$ cat config.mk
export PLATFORM = sky130hd
export DESIGN_NAME = mpmc_top
export DESIGN_NICKNAME = d
export VERILOG_FILES = /design/src/common/mpmc_mem_pkg.sv /design/src/common/mpmc_chan_pkg.sv /design/src/hw/channel_port/channel_port.sv /design/src/hw/channel_arb.sv /design/src/hw/mpmc_ctrl.sv /design/src/hw/mem_cmd_path.sv /design/src/hw/mpmc_top.sv
export SDC_FILE = /design/constraint.sdc
export NUM_CORES = 1
export LEC_CHECK = 0
export ABC_CLOCK_PERIOD_IN_PS = 54400
export BUFFER_PORTS_ARGS = -buffer_cell sky130_fd_sc_hd__buf_2
export CORE_MARGIN = 1
export CORE_UTILIZATION = 40
export CTS_CLUSTER_DIAMETER = 200
export DETAILED_ROUTE_END_ITERATION = 10
export PLACE_DENSITY = 0.67
export SLEW_MARGIN = 5
export SYNTH_ARGS = -nofsm -noshare
export SYNTH_HDL_FRONTEND = slang
export SYNTH_SLANG_ARGS = --single-unit
$ cat constraint.sdc
create_clock -name mem_ui_clk -period 54.4 [get_ports mem_ui_clk]
set_input_delay 13.6 -clock mem_ui_clk [delete_from_list [all_inputs] [get_ports mem_ui_clk]]
set_output_delay 13.6 -clock mem_ui_clk [all_outputs]
set_load 0.03 [all_outputs]
$ cat src/common/mpmc_mem_pkg.sv
`default_nettype none

package mpmc_mem_pkg;

	// ==============================
	// DDR user interface geometry
	// ==============================

	// Byte address width on the memory side
	localparam int addr_w = 29;

	// One strip is a full user interface data beat
	localparam int strip_w = 128;
	localparam int strip_bytes = strip_w / 8;

	// Command codes on mem_cmd
	localparam logic [2:0] cmd_read = 3'b001;
	localparam logic [2:0] cmd_write = 3'b000;

	// ==============================
	// Transaction FSM
	// ==============================

	typedef enum logic [2:0] {
		idle       = 3'd0,
		preset     = 3'd1,
		send_data  = 3'd2,
		set_cmd_rd = 3'd3,
		set_cmd_wr = 3'd4,
		wait_rd    = 3'd5,
		wait_nack  = 3'd6
	} ctrl_state_t;

	// Everything that goes out on the memory pins, apart from the enables
	typedef struct packed {
		logic [addr_w-1:0] addr;
		logic [2:0] cmd;
		logic [strip_w-1:0] wdata;
		// Set bits mask off bytes, as on the DDR interface
		logic [strip_bytes-1:0] wmask;
	} mem_req_t;

endpackage

`default_nettype wire

$ cat src/common/mpmc_chan_pkg.sv
`default_nettype none

package mpmc_chan_pkg;

	// ==============================
	// Channels
	// ==============================

	localparam int num_ch = 2;

	typedef logic ch_id_t;

	localparam ch_id_t ch_cpu = 1'b0;
	localparam ch_id_t ch_dma = 1'b1;

	// Longest read burst of any channel, in strips
	localparam int max_strips = 2;

	typedef logic [$clog2(max_strips)-1:0] strip_idx_t;
	typedef logic [mpmc_mem_pkg::strip_w-1:0] strip_t;
	typedef logic [mpmc_mem_pkg::strip_bytes-1:0] strip_mask_t;

	// Cycles to wait for the master to release before giving up
	localparam int nack_limit = 5;
	typedef logic [$clog2(nack_limit+1)-1:0] nack_cnt_t;

	// Grants between two reversed-priority grants
	localparam int elevate_period = 64;
	typedef logic [$clog2(elevate_period)-1:0] elevate_cnt_t;

	// ==============================
	// Port to arbiter and control
	// ==============================

	typedef struct packed {
		logic wr_req;
		logic rd_miss;
	} port_need_t;

	typedef struct packed {
		logic [31:0] adr;
		logic we;
		strip_t data;
		strip_mask_t mask;
		// Index of the last strip of the burst
		strip_idx_t num_strips;
	} port_cmd_t;

	typedef struct packed {
		logic valid;
		ch_id_t ch;
		logic we;
		strip_idx_t num_strips;
	} grant_t;

	typedef struct packed {
		logic valid;
		ch_id_t ch;
		strip_idx_t idx;
	} fill_t;

endpackage

`default_nettype wire

$ cat src/hw/channel_port/channel_port.sv
`default_nettype none

module channel_port
	import mpmc_chan_pkg::*;
#(
	parameter type data_t = logic [63:0]
) (
	input wire logic mem_ui_clk,
	input wire logic mem_ui_rst,
	input wire logic cyc,
	input wire logic stb,
	input wire logic we,
	input wire logic [$bits(data_t)/8-1:0] sel,
	input wire logic [31:0] adr,
	input wire data_t dati,
	input wire fill_t fill,
	input wire logic wr_done,
	input wire ch_id_t my_id,
	input wire strip_t rd_strip,
	input wire logic [31:0] inval_adr,
	input wire logic inval_en,
	output data_t dato,
	output logic ack,
	output port_need_t need,
	output port_cmd_t cmd,
	output logic [31:0] wr_adr,
	output logic wr_en
);

	// ==============================
	// Line geometry
	// ==============================

	localparam int data_w = $bits(data_t);
	localparam int strip_bits = $bits(strip_t);
	localparam int words_per_strip = strip_bits / data_w;
	// 64-bit payload gets a two-strip line, 32-bit a single strip
	localparam int line_strips = data_w / 32;
	localparam int line_bytes = line_strips * strip_bits / 8;
	localparam int line_lsb = $clog2(line_bytes);
	localparam int word_bytes = data_w / 8;
	localparam int word_lsb = $clog2(word_bytes);
	localparam strip_idx_t last_idx = strip_idx_t'(line_strips - 1);

	logic [line_strips*strip_bits-1:0] line_q;
	logic [31-line_lsb:0] tag_q;
	logic valid_q;
	logic ack_q;
	logic cs;
	logic hit;
	logic fill_mine;
	logic fill_last;
	logic kill;
	logic [line_lsb-word_lsb-1:0] word_off;
	logic [3:0] strip_off;
	logic [31:0] strip_adr;
	logic [31:0] line_adr;
	strip_mask_t byte_en;

	assign cs = cyc && stb;
	assign hit = cs && !we && valid_q && (adr[31:line_lsb] == tag_q);

	assign fill_mine = fill.valid && (fill.ch == my_id);
	assign fill_last = fill_mine && (fill.idx == last_idx);

	// Any write into this line, from either channel, drops the line
	assign kill = (inval_en && inval_adr[31:line_lsb] == tag_q) ||
		(wr_done && strip_adr[31:line_lsb] == tag_q);

	// ==============================
	// Cache storage and tag
	// ==============================

	always_ff @(posedge mem_ui_clk) begin
		if (fill_mine) begin
			line_q[int'(fill.idx) * strip_bits +: strip_bits] <= rd_strip;
			if (fill.idx == last_idx)
				tag_q <= adr[31:line_lsb];
		end
	end

	always_ff @(posedge mem_ui_clk) begin
		if (mem_ui_rst) begin
			valid_q <= 1'b0;
			ack_q <= 1'b0;
		end else begin
			if (kill)
				valid_q <= 1'b0;
			if (fill_last)
				valid_q <= 1'b1;
			// Ack holds until the master lets go
			if (!cs)
				ack_q <= 1'b0;
			else if (hit || wr_done)
				ack_q <= 1'b1;
		end
	end

	assign ack = ack_q && cs;

	// Read word out of the cached line
	assign word_off = adr[line_lsb-1:word_lsb];
	assign dato = line_q[int'(word_off) * data_w +: data_w];

	// ==============================
	// Write formatting and requests
	// ==============================

	assign strip_adr = {adr[31:4], 4'h0};
	assign line_adr = adr & ~32'(line_bytes - 1);
	assign strip_off = adr[3:0] & ~4'(word_bytes - 1);
	assign byte_en = strip_mask_t'(sel) << strip_off;

	assign cmd.adr = we ? strip_adr : line_adr;
	assign cmd.we = we;
	assign cmd.data = {words_per_strip{dati}};
	assign cmd.mask = ~byte_en;
	assign cmd.num_strips = we ? '0 : last_idx;

	// No need once acked, so a finished request is not granted again
	assign need.wr_req = cs && we && !ack_q;
	assign need.rd_miss = cs && !we && !hit && !ack_q;

	assign wr_adr = strip_adr;
	assign wr_en = wr_done;

	// Read data on ack comes from a valid line that holds the address
	assert property (@(posedge mem_ui_clk) disable iff (mem_ui_rst)
		ack && !we |-> valid_q && (adr[31:line_lsb] == tag_q));

endmodule

`default_nettype wire

$ cat src/hw/channel_arb.sv
`default_nettype none

module channel_arb
	import mpmc_chan_pkg::*;
(
	input wire logic mem_ui_clk,
	input wire logic mem_ui_rst,
	input wire port_need_t needs [num_ch],
	input wire port_cmd_t cmds [num_ch],
	input wire logic idle,
	output grant_t grant
);

	grant_t pick;
	ch_id_t first;
	ch_id_t second;
	elevate_cnt_t elev_cnt;
	logic elevate;
	logic idle_d;
	logic any_need;

	// Every elevate_period grants the channel order flips for one grant
	assign elevate = (elev_cnt == elevate_cnt_t'(elevate_period - 1));
	assign first = elevate ? ch_dma : ch_cpu;
	assign second = ~first;

	// Writes before read misses, channel order inside each class
	always_comb begin
		pick = '0;
		if (needs[first].wr_req) begin
			pick.valid = 1'b1;
			pick.ch = first;
			pick.we = 1'b1;
		end else if (needs[second].wr_req) begin
			pick.valid = 1'b1;
			pick.ch = second;
			pick.we = 1'b1;
		end else if (needs[first].rd_miss) begin
			pick.valid = 1'b1;
			pick.ch = first;
		end else if (needs[second].rd_miss) begin
			pick.valid = 1'b1;
			pick.ch = second;
		end
		pick.num_strips = cmds[pick.ch].num_strips;
	end

	always_ff @(posedge mem_ui_clk) begin
		if (mem_ui_rst) begin
			grant <= '0;
			idle_d <= 1'b0;
			elev_cnt <= '0;
		end else begin
			idle_d <= idle;
			// Held for the whole transaction once the FSM leaves idle
			if (idle)
				grant <= pick;
			// One count per transaction started
			if (idle_d && !idle)
				elev_cnt <= elev_cnt + 1'b1;
		end
	end

	always_comb begin
		any_need = 1'b0;
		for (int i = 0; i < num_ch; i++) begin
			any_need = any_need | needs[i].wr_req | needs[i].rd_miss;
		end
	end

	// A grant that the FSM may start on still has its request behind it
	assert property (@(posedge mem_ui_clk) disable iff (mem_ui_rst)
		idle_d && idle && grant.valid |-> any_need);

endmodule

`default_nettype wire

$ cat src/hw/mpmc_ctrl.sv
`default_nettype none

module mpmc_ctrl
	import mpmc_mem_pkg::*;
	import mpmc_chan_pkg::*;
(
	input wire logic mem_ui_clk,
	input wire logic mem_ui_rst,
	input wire grant_t grant,
	input wire logic mem_rdy,
	input wire logic mem_wdf_rdy,
	input wire logic mem_rd_data_valid,
	input wire logic [num_ch-1:0] acks,
	output ctrl_state_t state,
	output fill_t fill,
	output logic [num_ch-1:0] wr_done,
	output logic mem_en,
	output logic mem_wdf_wren,
	output logic mem_wdf_end
);

	ctrl_state_t state_nx;
	strip_idx_t issue_cnt;
	strip_idx_t ret_cnt;
	nack_cnt_t nack_cnt;
	logic idle_q;
	logic ack_d;
	logic rd_phase;
	logic last_issue;
	logic last_return;
	logic ack_fell;

	assign rd_phase = (state == set_cmd_rd) || (state == wait_rd);
	assign last_issue = mem_rdy && (issue_cnt == grant.num_strips);
	assign last_return = mem_rd_data_valid && (ret_cnt == grant.num_strips);
	assign ack_fell = ack_d && !acks[grant.ch];

	// ==============================
	// Transaction FSM
	// ==============================

	always_comb begin
		state_nx = state;
		case (state)
			// The grant is only fresh after a full cycle in idle
			idle: if (idle_q && grant.valid)
				state_nx = preset;
			preset: begin
				if (!grant.valid)
					state_nx = idle;
				else if (grant.we)
					state_nx = send_data;
				else
					state_nx = set_cmd_rd;
			end
			send_data: if (mem_wdf_rdy)
				state_nx = set_cmd_wr;
			set_cmd_wr: if (mem_rdy)
				state_nx = wait_nack;
			set_cmd_rd: begin
				if (last_return)
					state_nx = wait_nack;
				else if (last_issue)
					state_nx = wait_rd;
			end
			wait_rd: if (last_return)
				state_nx = wait_nack;
			wait_nack: if (ack_fell || nack_cnt == nack_cnt_t'(nack_limit))
				state_nx = idle;
			default: state_nx = idle;
		endcase
	end

	always_ff @(posedge mem_ui_clk) begin
		if (mem_ui_rst) begin
			state <= idle;
			idle_q <= 1'b0;
			ack_d <= 1'b0;
			issue_cnt <= '0;
			ret_cnt <= '0;
			nack_cnt <= '0;
		end else begin
			state <= state_nx;
			idle_q <= (state == idle);
			ack_d <= acks[grant.ch];
			// Strip counters, issued and returned
			if (state == idle) begin
				issue_cnt <= '0;
				ret_cnt <= '0;
			end else begin
				if (state == set_cmd_rd && mem_rdy && issue_cnt != grant.num_strips)
					issue_cnt <= issue_cnt + 1'b1;
				if (rd_phase && mem_rd_data_valid)
					ret_cnt <= ret_cnt + 1'b1;
			end
			if (state == wait_nack)
				nack_cnt <= nack_cnt + 1'b1;
			else
				nack_cnt <= '0;
		end
	end

	// ==============================
	// Outputs
	// ==============================

	// Strips come back in order, so the return count is the line slot
	assign fill.valid = rd_phase && mem_rd_data_valid;
	assign fill.ch = grant.ch;
	assign fill.idx = ret_cnt;

	always_comb begin
		for (int i = 0; i < num_ch; i++) begin
			wr_done[i] = (state == set_cmd_wr) && mem_rdy && (grant.ch == ch_id_t'(i));
		end
	end

	assign mem_en = (state == set_cmd_rd) || (state == set_cmd_wr);
	assign mem_wdf_wren = (state == send_data);
	assign mem_wdf_end = (state == send_data);

	// Read strips only come back while a read burst is open
	assert property (@(posedge mem_ui_clk) disable iff (mem_ui_rst)
		mem_rd_data_valid |-> rd_phase);

endmodule

`default_nettype wire

$ cat src/hw/mem_cmd_path.sv
`default_nettype none

module mem_cmd_path
	import mpmc_mem_pkg::*;
	import mpmc_chan_pkg::*;
(
	input wire logic mem_ui_clk,
	input wire logic mem_rdy,
	input wire ctrl_state_t state,
	input wire grant_t grant,
	input wire port_cmd_t cmds [num_ch],
	output mem_req_t req
);

	logic [addr_w-1:0] addr_q;
	logic [strip_w-1:0] wdata_q;
	logic [strip_bytes-1:0] wmask_q;
	strip_idx_t step_q;
	port_cmd_t sel_cmd;

	// Command of the channel that holds the grant
	assign sel_cmd = cmds[grant.ch];

	// ==============================
	// Address, data and mask
	// ==============================

	always_ff @(posedge mem_ui_clk) begin
		if (state == preset) begin
			addr_q <= sel_cmd.adr[addr_w-1:0];
			wdata_q <= sel_cmd.data;
			wmask_q <= sel_cmd.mask;
			step_q <= '0;
		end else if (state == set_cmd_rd && mem_rdy && step_q != grant.num_strips) begin
			// Next strip of the read burst
			addr_q <= addr_q + addr_w'(strip_bytes);
			step_q <= step_q + 1'b1;
		end
	end

	// Command code follows the FSM
	always_comb begin
		req.addr = addr_q;
		req.cmd = (state == set_cmd_rd) ? cmd_read : cmd_write;
		req.wdata = wdata_q;
		req.wmask = wmask_q;
	end

endmodule

`default_nettype wire

$ cat src/hw/mpmc_top.sv
`default_nettype none

module mpmc_top
	import mpmc_mem_pkg::*;
	import mpmc_chan_pkg::*;
(
	input wire logic mem_ui_clk,
	input wire logic mem_ui_rst,

	// cpu channel, 64-bit
	input wire logic cpu_cyc,
	input wire logic cpu_stb,
	input wire logic cpu_we,
	input wire logic [7:0] cpu_sel,
	input wire logic [31:0] cpu_adr,
	input wire logic [63:0] cpu_dati,
	output logic [63:0] cpu_dato,
	output logic cpu_ack,

	// dma channel, 32-bit
	input wire logic dma_cyc,
	input wire logic dma_stb,
	input wire logic dma_we,
	input wire logic [3:0] dma_sel,
	input wire logic [31:0] dma_adr,
	input wire logic [31:0] dma_dati,
	output logic [31:0] dma_dato,
	output logic dma_ack,

	// DDR user interface
	output logic [addr_w-1:0] mem_addr,
	output logic [2:0] mem_cmd,
	output logic mem_en,
	output logic [strip_w-1:0] mem_wdf_data,
	output logic [strip_bytes-1:0] mem_wdf_mask,
	output logic mem_wdf_wren,
	output logic mem_wdf_end,
	input wire logic [strip_w-1:0] mem_rd_data,
	input wire logic mem_rd_data_valid,
	input wire logic mem_rdy,
	input wire logic mem_wdf_rdy
);

	port_need_t needs [num_ch];
	port_cmd_t cmds [num_ch];
	logic [31:0] wr_adr [num_ch];
	logic [num_ch-1:0] acks;
	logic [num_ch-1:0] wr_done;
	logic [num_ch-1:0] wr_en;
	grant_t grant;
	fill_t fill;
	ctrl_state_t state;
	mem_req_t req;
	logic ctrl_idle;

	assign ctrl_idle = (state == idle);
	assign cpu_ack = acks[ch_cpu];
	assign dma_ack = acks[ch_dma];

	// ==============================
	// Channel front ends
	// ==============================

	// Each port invalidates on the other port's writes
	channel_port #(.data_t(logic [63:0])) cpu_port_inst (
		.mem_ui_clk(mem_ui_clk),
		.mem_ui_rst(mem_ui_rst),
		.cyc(cpu_cyc),
		.stb(cpu_stb),
		.we(cpu_we),
		.sel(cpu_sel),
		.adr(cpu_adr),
		.dati(cpu_dati),
		.fill(fill),
		.wr_done(wr_done[ch_cpu]),
		.my_id(ch_cpu),
		.rd_strip(mem_rd_data),
		.inval_adr(wr_adr[ch_dma]),
		.inval_en(wr_en[ch_dma]),
		.dato(cpu_dato),
		.ack(acks[ch_cpu]),
		.need(needs[ch_cpu]),
		.cmd(cmds[ch_cpu]),
		.wr_adr(wr_adr[ch_cpu]),
		.wr_en(wr_en[ch_cpu])
	);

	channel_port #(.data_t(logic [31:0])) dma_port_inst (
		.mem_ui_clk(mem_ui_clk),
		.mem_ui_rst(mem_ui_rst),
		.cyc(dma_cyc),
		.stb(dma_stb),
		.we(dma_we),
		.sel(dma_sel),
		.adr(dma_adr),
		.dati(dma_dati),
		.fill(fill),
		.wr_done(wr_done[ch_dma]),
		.my_id(ch_dma),
		.rd_strip(mem_rd_data),
		.inval_adr(wr_adr[ch_cpu]),
		.inval_en(wr_en[ch_cpu]),
		.dato(dma_dato),
		.ack(acks[ch_dma]),
		.need(needs[ch_dma]),
		.cmd(cmds[ch_dma]),
		.wr_adr(wr_adr[ch_dma]),
		.wr_en(wr_en[ch_dma])
	);

	// ==============================
	// Arbitration and control
	// ==============================

	channel_arb channel_arb_inst (
		.mem_ui_clk(mem_ui_clk),
		.mem_ui_rst(mem_ui_rst),
		.needs(needs),
		.cmds(cmds),
		.idle(ctrl_idle),
		.grant(grant)
	);

	mpmc_ctrl mpmc_ctrl_inst (
		.mem_ui_clk(mem_ui_clk),
		.mem_ui_rst(mem_ui_rst),
		.grant(grant),
		.mem_rdy(mem_rdy),
		.mem_wdf_rdy(mem_wdf_rdy),
		.mem_rd_data_valid(mem_rd_data_valid),
		.acks(acks),
		.state(state),
		.fill(fill),
		.wr_done(wr_done),
		.mem_en(mem_en),
		.mem_wdf_wren(mem_wdf_wren),
		.mem_wdf_end(mem_wdf_end)
	);

	mem_cmd_path mem_cmd_path_inst (
		.mem_ui_clk(mem_ui_clk),
		.mem_rdy(mem_rdy),
		.state(state),
		.grant(grant),
		.cmds(cmds),
		.req(req)
	);

	assign mem_addr = req.addr;
	assign mem_cmd = req.cmd;
	assign mem_wdf_data = req.wdata;
	assign mem_wdf_mask = req.wmask;

endmodule

`default_nettype wire

# Word-level counts from Yosys, hierarchy flattened
# Cells that the tools add are included.
[word_totals]
input_bits = 311
register_bits = 637
out_inout_bits = 277
[classes]
order_cmp = 5
add_sub_neg = 7
mux = 41
n_reduce_logical = 64
shift = 8
bitwise_logic = 12
n_eq_ne = 22
[op_table]
columns = ["operator", "count"]
rows = [
  ["2-to-1 mux 175 bit", 3],
  ["bitwise mux 256 bit", 1],
  ["variable shift 128 x 33 -> 256 bit (first input constant)", 1],
  ["variable part select 128 x 33 -> 256 bit", 1],
  ["variable part select 256 x 9 -> 64 bit", 1],
  ["bitwise mux 128 bit", 1],
  ["variable shift 128 x 33 -> 128 bit (first input constant)", 1],
  ["variable part select 128 x 33 -> 128 bit", 1],
  ["variable part select 128 x 8 -> 32 bit", 1],
  ["2-to-1 mux 29 bit", 2],
  ["equality test 28 bit", 2],
  ["equality test 27 bit", 2],
  ["logical AND 1 bit", 38],
  ["negator 8 -> 33 bit", 1],
  ["NOT 16 bit", 2],
  ["adder 29 x 5 -> 29 bit (second input constant)", 1],
  ["2-to-1 mux 3 bit", 9],
  ["case mux 3 bit (7 select lines)", 1],
  ["2-to-1 mux 2 bit", 9],
  ["<< shifter 4 x 4 -> 16 bit", 1],
  ["<< shifter 8 x 4 -> 16 bit", 1],
  ["2-to-1 mux 1 bit", 14],
  ["equality test 3 bit (second input constant)", 4],
  ["greater-or-equal comparator 2 bit (second input constant)", 4],
  ["22 further kinds", 57],
]

# Logic depth before layout (Yosys ltp)
# Gate-level depths: netlist (run 1).
[depth]
word_depth = 18
depth_mapped = 8
ltp_nobuf = 7

# By module
# A second synthesis (run 1) with hierarchy kept.
[hier_totals]
hier_cells = 2232
area_unflattened_um2 = 31793.0
[modules_own_cells]
columns = ["mod", "instances", "cells_per_inst", "area_each_um2"]
rows = [
  ["channel_port (cpu_port_inst)", 1, 948, 14012.2],
  ["channel_port (dma_port_inst)", 1, 643, 8590.7],
  ["mem_cmd_path", 1, 508, 8065.2],
  ["mpmc_ctrl", 1, 76, 619.3],
  ["channel_arb", 1, 54, 488.0],
  ["mpmc_top", 1, 3, 17.5],
]

# Least setup slack after synthesis (run 1)
# Ideal clock, no wire load.
[synth_path]
path_kind = "in2out"
startpoint = "input dma_adr[2]"
endpoint = "output dma_dato[11]"
path_slack_ns = 25.810
path_stages = 3
arrival_time_ns = 14.990
n_path_buf = 2
cell_sequence = "clkbuf_1 > buf_2 > mux4_2"
[synth_between]
elab_chain_cells = 1
[synth_rtl]
columns = ["item", "line_no", "source"]
rows = [
  ["from (decl)", "mpmc_top.sv:25", "input wire logic [31:0] dma_adr,"],
  ["variable part select 128 x 8 -> 32 bit", "channel_port.sv:103", "assign dato = line_q[int'(word_off) * data_w +: data_w];"],
  ["to (decl)", "mpmc_top.sv:27", "output logic [31:0] dma_dato,"],
]
# No other way between the ends.

# Worst setup path in the final report (run 1)
[layout_path]
startpoint = "input cpu_adr[3]"
endpoint = "output cpu_dato[62]"
[layout_between]
elab_chain_cells = 1
[layout_rtl]
columns = ["item", "line_no", "source"]
rows = [
  ["from (decl)", "mpmc_top.sv:15", "input wire logic [31:0] cpu_adr,"],
  ["variable part select 256 x 9 -> 64 bit", "channel_port.sv:103", ""],
  ["to (decl)", "mpmc_top.sv:17", "output logic [63:0] cpu_dato,"],
]
# No other way between the ends.

==> results of run 1 <==
[per-layer routing]
layer	vias to the layer above	GRT usage [%]	routed length, µm
met4	48	8.17	2530
met3	181	8.33	7600
met2	668	35.7	34000
met1	7781	26.1	26800
li1	7178	-	-
met5	-	0	299
[synth_stat cells (all sizes together) (28+ instances only)]
cell type,n
edfxtp,544
nor2b,140
and2,130
mux4,96
xnor2,93
buf,92
inv,73
o21ai,73
nand2,64
clkbuf,61
nor2,50
xor2,48
a21oi,34
nand4,28
[stage by stage]
stage	setup slack (ns)	util [%]	total power, mW	hold WS [ns]
4_1_cts	24.84	49.4	1.20	0.472
2_1_floorplan	25.81	-	0.690	0.421
3_5_place_dp	24.84	46.0	0.757	0.452
3_3_place_gp	24.83	46.0	0.754	0.431
6_report	24.98	49.4	1.19	0.472
5_1_grt	24.75	49.4	1.23	0.489
[kinds of logic after synthesis]
logic type | after synthesis | synth area share [%]
adders and majority gates | 6 | 0.298
other | 1 | 0.0149
buffers and inverters | 227 | 4.50
muxes | 112 | 9.21
AOI/OAI and AO/OA | 151 | 3.55
and+or+nand+nor | 481 | 10.7
DFF | 569 | 66.8
xor gates and xnor gates | 141 | 4.90
[final cells by class]
cell class,count,share of cell area [%]
sequential,569,55.0
inverter,74,0.916
antenna,8,0.0654
clock inverter,42,1.72
tap,837,3.42
multi-input combinational,897,23.8
clock buffer,71,5.18
timing repair buffer,592,9.88
[placed cells by master, fill, tap and decap left out, types with 62 or more instances in the layout]
cell,n
nor2b_1,140
mux4_2,96
o21ai_0,72
edfxtp_1,544
buf_2,573
clkbuf_16,62
nand2_1,64
and2_1,130
xnor2_1,93
inv_1,73
[worst max-delay path, delay by kind of cell]
| kind | cells | cell delay [ns] |
|---|---|---|
| buffers and inverters | 3 | 1.55 |
| multiplexers | 1 | 0.64 |
[report_power, final]
| part | internal (mW) | switching [mW] |
|---|---|---|
| logic | 0.0592 | 0.150 |
| registers | 0.514 | 0.0246 |
| clock network | 0.261 | 0.177 |
[how the worst min path moves through the flow]
stage                                          start  depth (start not counted)  slack [ns]                         end
after global routing      mpmc_ctrl_inst.nack_cnt[0]                          1        0.49  mpmc_ctrl_inst.nack_cnt[0]
after detailed placement  mpmc_ctrl_inst.nack_cnt[0]                          1        0.45  mpmc_ctrl_inst.nack_cnt[0]
after floorplan           mpmc_ctrl_inst.nack_cnt[0]                          1        0.42  mpmc_ctrl_inst.nack_cnt[0]
after global placement    mpmc_ctrl_inst.nack_cnt[0]                          1        0.43  mpmc_ctrl_inst.nack_cnt[0]
after CTS                   mem_cmd_path_inst.step_q                          2        0.47    mem_cmd_path_inst.step_q
final                       mem_cmd_path_inst.step_q                          2        0.47    mem_cmd_path_inst.step_q
[sequential cells by signal, indices dropped and copies added, names as in the netlist]
signal,cells
channel_arb_inst.elev_cnt,6
channel_arb_inst.grant,4
channel_arb_inst.idle_d,1
cpu_port_inst.ack_q,1
cpu_port_inst.line_q,256
cpu_port_inst.tag_q,27
cpu_port_inst.valid_q,1
dma_port_inst.ack_q,1
dma_port_inst.line_q,128
dma_port_inst.tag_q,28
dma_port_inst.valid_q,1
mem_cmd_path_inst.addr_q,25
mem_cmd_path_inst.step_q,1
mem_cmd_path_inst.wdata_q,64
mem_cmd_path_inst.wmask_q,16
mpmc_ctrl_inst.ack_d,1
mpmc_ctrl_inst.issue_cnt,1
mpmc_ctrl_inst.nack_cnt,3
mpmc_ctrl_inst.ret_cnt,1
mpmc_ctrl_inst.state,3
==> impl_metrics.toml, run 1 <==
[final_layout]
multiInputGateArea_um2 = 7270
fin_nets = 2512
fillers = 5450
final_layout_size_suffix_gt1_share_pct = 35.3
syn2layout_area_growth_pct = 21.4
final_cells = 3090
regArea_um2 = 16800
fin_area_um2 = 30600

[setup_path]
end_kind = "primary output"
reg2reg_setup_slack_ns = 51.47
cp_cell_sequence = "buf_4 > buf_4 > mux4_2 > buf_2"
cp.required_ns = 40.80
rr_startpoint = "mpmc_ctrl_inst.state[2]"
arrival_ns = 15.82
crit_path_start_kind = "primary input"
slowest_delay_ns = 0.73
critPathMaxFanout = 35
crit_top_cell = "buf_4"
critical_path_class = "in -> out"
cp-startpoint = "cpu_adr[3]"
timing.rr.end = "cpu_port_inst.line_q[204]"
cp-endpoint = "cpu_dato[62]"
r2r_cells = 6
cpMaxStageDelayCell = "buf_4"

[logic_synthesis]
synth_area_leaders = "edfxtp_1 (65%), mux4_2 (8.6%), nor2b_1 (3.5%), xnor2_1 (3.2%), and2_1 (3.2%)"
synth_largest_area_cell = "edfxtp_1"
yosys_register_bits = 569
synth-edff-count = 544
yosysUniqueCellTypes = 49
synth_warnings = 0
ys_seq_area_share_pct = 66.8
synth-async-reset-ratio_pct = 0
netlist_area_um2 = 25200
yosysTopAreaCellShare_pct = 64.8
syn_area_per_cell_um2 = 14.9
synthFlopType = "edfxtp_1"
netlist_instances = 1688

[detailed_routing]
routed_wl_um = 71300
drc = 0
routedWlPerCell_um = 23.1
viasPerCell = 5.13
drtPass1Iterations = 5
drt-initial-drc-count = 1425
drtAntennaViolNets = 0
vias = 15900

[die]
std_cell_rows = 91
start_util_pct = 40.7
core-area_um2 = 61900
die_w_um = 253
io_pins = 588
die-area_um2 = 64000
die_h_um = 253

[global_route]
grt_usage_pct = 21.8
grt_pass1_vias = 15900
grt_antenna_before_repair = 31
grt_max_degree = 158
grt_overflow = 0
grt_first_pass_wirelength_um = 101000

[pwr]
p_per_area_nw_per_um2 = 38.7
vdd_ir_drop_max_v = 0.0000267
total_leakage_power_nw = 11.6

[clock_tree]
clock-root-buffer = "clkbuf_16"
clkTransAtPathRegs_ns = 0.06
cts_hold_buf = 0
post_cts_buffers = 0
cts_resized = 0
cts_made_buffers = 61
cts.sinks = 569
cts_htree_levels = 2
clk_path_buf_depth = 3
cts_tree = "done"
clkLatencyLatePin_ns = 0.63

[placed_design]
dpl_cell_area_um2 = 28500
gp_congestion = 0.970
placed_cells = 2969
portBuffers = 576
hpwl_um = 51200

[sta]
finalSetupTns_ns = 0
slew-limit-headroom_pct = 26.4
worst_pin_slew_ns = 1.10
final_max_slew_viol_count = 0
worst_clock_skew_ns = 0.0289
post-route-period-util_pct = 54.1
setup_violations = 0
final-hold-violation-count = 0
rsz0062_at_grt = "no"
fin_crit_ns = 29.42
maxClockFrequency_mhz = 34.0

[run]
max-cap-violations = 0

[run_status]
status = "complete, no violations"

[hold_path]
hp-class = "reg -> reg"
Power figures use the tool's default switching activity.
==> run 2: changes to the inputs <==
--- a/config.mk
+++ b/config.mk
@@ -5,13 +5,13 @@
 export SDC_FILE = /design/constraint.sdc
 export NUM_CORES = 1
 export LEC_CHECK = 0
-export ABC_CLOCK_PERIOD_IN_PS = 54400
+export ABC_CLOCK_PERIOD_IN_PS = 24500
 export BUFFER_PORTS_ARGS = -buffer_cell sky130_fd_sc_hd__buf_2
 export CORE_MARGIN = 1
 export CORE_UTILIZATION = 40
 export CTS_CLUSTER_DIAMETER = 200
 export DETAILED_ROUTE_END_ITERATION = 10
-export PLACE_DENSITY = 0.67
+export PLACE_DENSITY = 0.7
 export SLEW_MARGIN = 5
 export SYNTH_ARGS = -nofsm -noshare
 export SYNTH_HDL_FRONTEND = slang
==> constraint.sdc (replaced) <==
create_clock -name mem_ui_clk -period 24.5 [get_ports mem_ui_clk]
set_input_delay 6.125 -clock mem_ui_clk [delete_from_list [all_inputs] [get_ports mem_ui_clk]]
set_output_delay 6.125 -clock mem_ui_clk [all_outputs]
set_load 0.03 [all_outputs]
==> run 2 against run 1 <==
  * First-iteration DRC count is 4.9% lower
  * Register-to-register slack worse by 30 ns
  * Worst hold slack worse by 0.0044 ns
  * Final cell count stayed put
  * Utilization is 0.21 points lower
  * Clock skew is 0.011 ns higher
  * Cell area is 0.43% lower
  * Critical path depth stayed put
  * Critical endpoint is now cpu_dato[15]
  * Largest cell class unchanged
==> impl_metrics.toml, run 2 (same netlist as run 1, synthesis figures left out) <==
[setup_path]
worst-path-stages = 4
crit_path_start_kind = "primary input"
cp-startpoint = "cpu_adr[3]"
critical_path_class = "in -> out"
end_kind = "primary output"
cp.required_ns = 18.38
cp_top_family = "buffers and inverters"
rr_startpoint = "mpmc_ctrl_inst.state[2]"
r2r_cells = 6
reg2reg_setup_slack_ns = 21.06
cp-endpoint = "cpu_dato[15]"
crit_top_cell = "buf_4"
cp_cell_sequence = "buf_4 > buf_4 > mux4_2 > buf_2"
cpMaxStageDelayCell = "buf_4"
critPathMaxFanout = 43
crit_buf_inv = 3
arrival_ns = 8.31
timing.rr.end = "dma_port_inst.line_q[120]"
slowest_delay_ns = 0.80

[die]
die_h_um = 253
std_cell_rows = 91
core-area_um2 = 61900
io_pins = 588
start_util_pct = 40.7
die-area_um2 = 64000
die_w_um = 253

[sta]
final_max_slew_viol_count = 0
worst_clock_skew_ns = 0.0404
worst_pin_slew_ns = 1.04
maxClockFrequency_mhz = 69.3
finalSetupTns_ns = 0
slew-limit-headroom_pct = 30.5
fin_crit_ns = 14.44
setup_violations = 0
post-route-period-util_pct = 58.9
hold_ws_ns = 0.467
rsz0062_at_grt = "no"
final-hold-violation-count = 0

[detailed_routing]
routedWlPerCell_um = 21.9
drtAntennaViolNets = 0
viasPerCell = 5.10
drtPass1Iterations = 6
vias = 15700
drc = 0
drt-initial-drc-count = 1355
routed_wl_um = 67800

[clock_tree]
cts_hold_buf = 0
clkLatencyLatePin_ns = 0.62
clkTransAtPathRegs_ns = 0.06
cts_htree_levels = 2
clk_path_buf_depth = 3
cts_resized = 0
clock-root-buffer = "clkbuf_16"
post_cts_buffers = 0
cts_made_buffers = 60
cts_tree = "done"
cts.sinks = 569

[final_layout]
fin_nets = 2511
final_util_pct = 49.2
layout_commonest_cell = "buf_2"
final_layout_size_suffix_gt1_share_pct = 35.3
reg_top3 = "cpu_port_inst.line_q: 256 flops, dma_port_inst.line_q: 128 flops, mem_cmd_path_inst.wdata_q: 64 flops"
fillers = 5370
largest_reg_flops = 256
syn2layout_area_growth_pct = 20.9
final_cell_mix = "buf_2 (573), edfxtp_1 (544), nor2b_1 (140)"
top_register = "cpu_port_inst.line_q"

[global_route]
grt_first_pass_wirelength_um = 98100
grt_usage_pct = 20.7
grt_overflow = 0
grt_max_degree = 129
grt_antenna_before_repair = 22
grt_pass1_vias = 16000

[hold_path]
hp-class = "reg -> reg"

[pwr]
p_total_mw = 2.56
vdd_ir_drop_max_v = 0.0000693
total_leakage_power_nw = 11.6
p_per_area_nw_per_um2 = 83.9

[run_status]
status = "complete, no violations"

[placed_design]
portBuffers = 576
hpwl_um = 48300
gp_congestion = 0.913

[run]
max-cap-violations = 0
-- run 2: changes by cell type in the layout (fill, tap and decap cells not counted), sizes merged --
| cell | change |
|---|---|
| bufinv | -5 |
| clkinv | +3 |
| clkinvlp | +1 |
| inv | +1 |
-- run 2: power breakdown --
group,internal [mW],switching (mW)
logic,0.132,0.333
registers,1.14,0.0475
clock network,0.521,0.382
-- run 2: metal layers --
layer / GRT usage, % / vias to the layer above / share of wire [%]
li1: - / 7176 / -
met1: 24.5 / 7673 / 37
met2: 34.1 / 707 / 48
met3: 7.42 / 156 / 10
met4: 8.57 / 32 / 3.6
met5: 0 / - / 0.29
-- run 2: cell type report --
class                   instances  area [µm²]  area share (%)
diodes                          8        20.0          0.0657
repair buffers                592        3040            9.96
multi-input cells             897        7270            23.9
inverters                      74         280           0.920
clock buffers                  71        1560            5.13
well taps                     837        1050            3.44
clock inverters                42         404            1.33
flip-flops and latches        569       16800            55.3
-- run 2: stage by stage --
step / area, µm² / setup WS [ns] / cells
2_1_floorplan: 25200 / 5.60 / 1693
3_3_place_gp: 28500 / 9.91 / 2969
3_5_place_dp: 28500 / 9.95 / 2969
4_1_cts: 30400 / 9.94 / 3082
5_1_grt: 30500 / 9.83 / 3086
6_report: 30500 / 10.06 / 3090
-- run 2: how the worst min path moves through the flow --
| stage | from | cells after the start | end |
|---|---|---|---|
| after floorplan | mpmc_ctrl_inst.nack_cnt[0] | 1 | mpmc_ctrl_inst.nack_cnt[0] |
| after global placement | mpmc_ctrl_inst.nack_cnt[0] | 1 | mpmc_ctrl_inst.nack_cnt[0] |
| after detailed placement | mpmc_ctrl_inst.nack_cnt[0] | 1 | mpmc_ctrl_inst.nack_cnt[0] |
| after CTS | mpmc_ctrl_inst.nack_cnt[0] | 1 | mpmc_ctrl_inst.nack_cnt[0] |
| after global routing | mpmc_ctrl_inst.nack_cnt[0] | 1 | mpmc_ctrl_inst.nack_cnt[0] |
| final | mpmc_ctrl_inst.nack_cnt[0] | 1 | mpmc_ctrl_inst.nack_cnt[0] |
==> run 3: changes to the inputs <==
--- a/config.mk
+++ b/config.mk
@@ -5,7 +5,7 @@
 export SDC_FILE = /design/constraint.sdc
 export NUM_CORES = 1
 export LEC_CHECK = 0
-export ABC_CLOCK_PERIOD_IN_PS = 24500
+export ABC_CLOCK_PERIOD_IN_PS = 13100
 export BUFFER_PORTS_ARGS = -buffer_cell sky130_fd_sc_hd__buf_2
 export CORE_MARGIN = 1
 export CORE_UTILIZATION = 40
==> constraint.sdc (replaced) <==
create_clock -name mem_ui_clk -period 13.1 [get_ports mem_ui_clk]
set_input_delay 3.275 -clock mem_ui_clk [delete_from_list [all_inputs] [get_ports mem_ui_clk]]
set_output_delay 3.275 -clock mem_ui_clk [all_outputs]
set_load 0.03 [all_outputs]
==> run 3 against run 2 <==
  * Count of clock-buffer cells in the layout down 3
  * First-iteration DRC count shrank 2.5%
  * Total power grew 93%
  * Sequential share of layout area is 0.28 points lower
  * Wire length up 8.3%
  * Cell area increased by 0.51%
  * Flip-flop and latch count stayed put
  * Utilization is 0.25 points higher
  * Sequential power is 89% higher
  * Clock skew decreased by 0.014 ns
  * Critical path type unchanged
  * Highest routed layer unchanged
==> impl_metrics.toml, run 3 (same netlist as run 1, synthesis figures left out) <==
[run_status]
status = "complete, no violations"

[sta]
setup_slack_ns = 4.33
post-route-period-util_pct = 66.9
slew-limit-headroom_pct = 27.1
maxClockFrequency_mhz = 114
rsz0062_at_grt = "no"
final_max_slew_viol_count = 0
fin_crit_ns = 8.77
finalSetupTns_ns = 0
final-hold-violation-count = 0
worst_pin_slew_ns = 1.09
setup_violations = 0
hold_ws_ns = 0.459
worst_clock_skew_ns = 0.0261

[clock_tree]
cts_hold_buf = 0
clkLatencyLatePin_ns = 0.62
clk_path_buf_depth = 3
cts_made_buffers = 60
clkTransAtPathRegs_ns = 0.06
cts_htree_levels = 2
cts.sinks = 569
cts_tree = "done"
cts_resized = 0
post_cts_buffers = 0
clock-root-buffer = "clkbuf_16"

[run]
max-cap-violations = 0

[setup_path]
critPathMaxFanout = 39
end_kind = "primary output"
cp.required_ns = 9.82
crit_path_start_kind = "primary input"
reg2reg_setup_slack_ns = 9.54
arrival_ns = 5.49
critical_path_class = "in -> out"

[placed_design]
hpwl_um = 53300
portBuffers = 576
dp_slack_ns = 4.21
gp_congestion = 0.978

[final_layout]
final_cell_mix = "buf_2 (573), edfxtp_1 (544), nor2b_1 (140)"
layout_commonest_cell = "buf_2"
fillers = 5449
fin_nets = 2514
reg_top3 = "cpu_port_inst.line_q: 256 flops, dma_port_inst.line_q: 128 flops, mem_cmd_path_inst.wdata_q: 64 flops"
top_register = "cpu_port_inst.line_q"
syn2layout_area_growth_pct = 21.5
largest_reg_flops = 256
final_layout_size_suffix_gt1_share_pct = 35.5
regArea_um2 = 16800
multiInputGateArea_um2 = 7280

[detailed_routing]
routed_wl_um = 73400
drt-initial-drc-count = 1321
drc = 0
drtPass1Iterations = 5
routedWlPerCell_um = 23.7
vias = 15800
drtAntennaViolNets = 0
viasPerCell = 5.12

[die]
die_w_um = 253
io_pins = 588
start_util_pct = 40.7
core-area_um2 = 61900
std_cell_rows = 91
die_h_um = 253
die-area_um2 = 64000

[global_route]
grt_antenna_before_repair = 29
grt_max_degree = 108
grt.busiest_layer = "met2"
use_met3_pct = 7.61
grt_first_pass_wirelength_um = 104000
grt_usage_pct = 22.5
global_route.usage.met2_pct = 37.7
grt_pass1_vias = 16200
grt_overflow = 0
use_met1_pct = 26.7

[pwr]
total_leakage_power_nw = 11.7
vdd_ir_drop_max_v = 0.000118
p_per_area_nw_per_um2 = 161

[hold_path]
hp-class = "reg -> reg"
## run 3: worst paths after layout
path / start / end / cells after the start
max: cpu_adr[3] / cpu_dato[26] / 4
min: mpmc_ctrl_inst.nack_cnt[0] / mpmc_ctrl_inst.nack_cnt[0] / 1
max reg2reg: mpmc_ctrl_inst.state[2] / cpu_port_inst.line_q[227] / 6
min reg2reg: mpmc_ctrl_inst.nack_cnt[0] / mpmc_ctrl_inst.nack_cnt[0] / 1
## run 3: worst max-delay path, stage by stage
cell and delay (ns):
buf_4 0.65, buf_4 0.65, mux4_2 0.58, buf_2 0.22
## run 3: routing by layer
layer	up-vias	share of wire, %
met4	26	3.7
met5	-	0.22
met3	142	9.8
met1	7805	38
met2	699	49
li1	7171	-
## run 3: through the flow
| step | std cells | total power [mW] | utilization (%) | cell area, µm² |
|---|---|---|---|---|
| CTS | 3085 | 4.97 | 49.4 | 30600 |
| detailed placement | 2972 | 3.16 | 46.0 | 28500 |
| floorplan | 1693 | 2.86 | - | 25200 |
| global placement | 2972 | 3.15 | 46.0 | 28500 |
| global route | 3091 | 5.10 | 49.4 | 30600 |
| finish | 3095 | 4.94 | 49.4 | 30600 |
## run 3: report_power, final
| part | internal (mW) | switching (mW) |
|---|---|---|
| sequential | 2.14 | 0.111 |
| combinational | 0.247 | 0.632 |
| clock | 1.09 | 0.722 |
| total | 3.47 | 1.46 |
## run 3: final cells by class
cell class	count	share of cell area (%)
Inverter	74	0.915
Sequential cell	569	55.0
Tap cell	837	3.42
Timing Repair Buffer	595	9.90
Clock inverter	45	1.82
Antenna cell	10	0.0817
Multi-Input combinational cell	897	23.8
Clock buffer	68	5.07
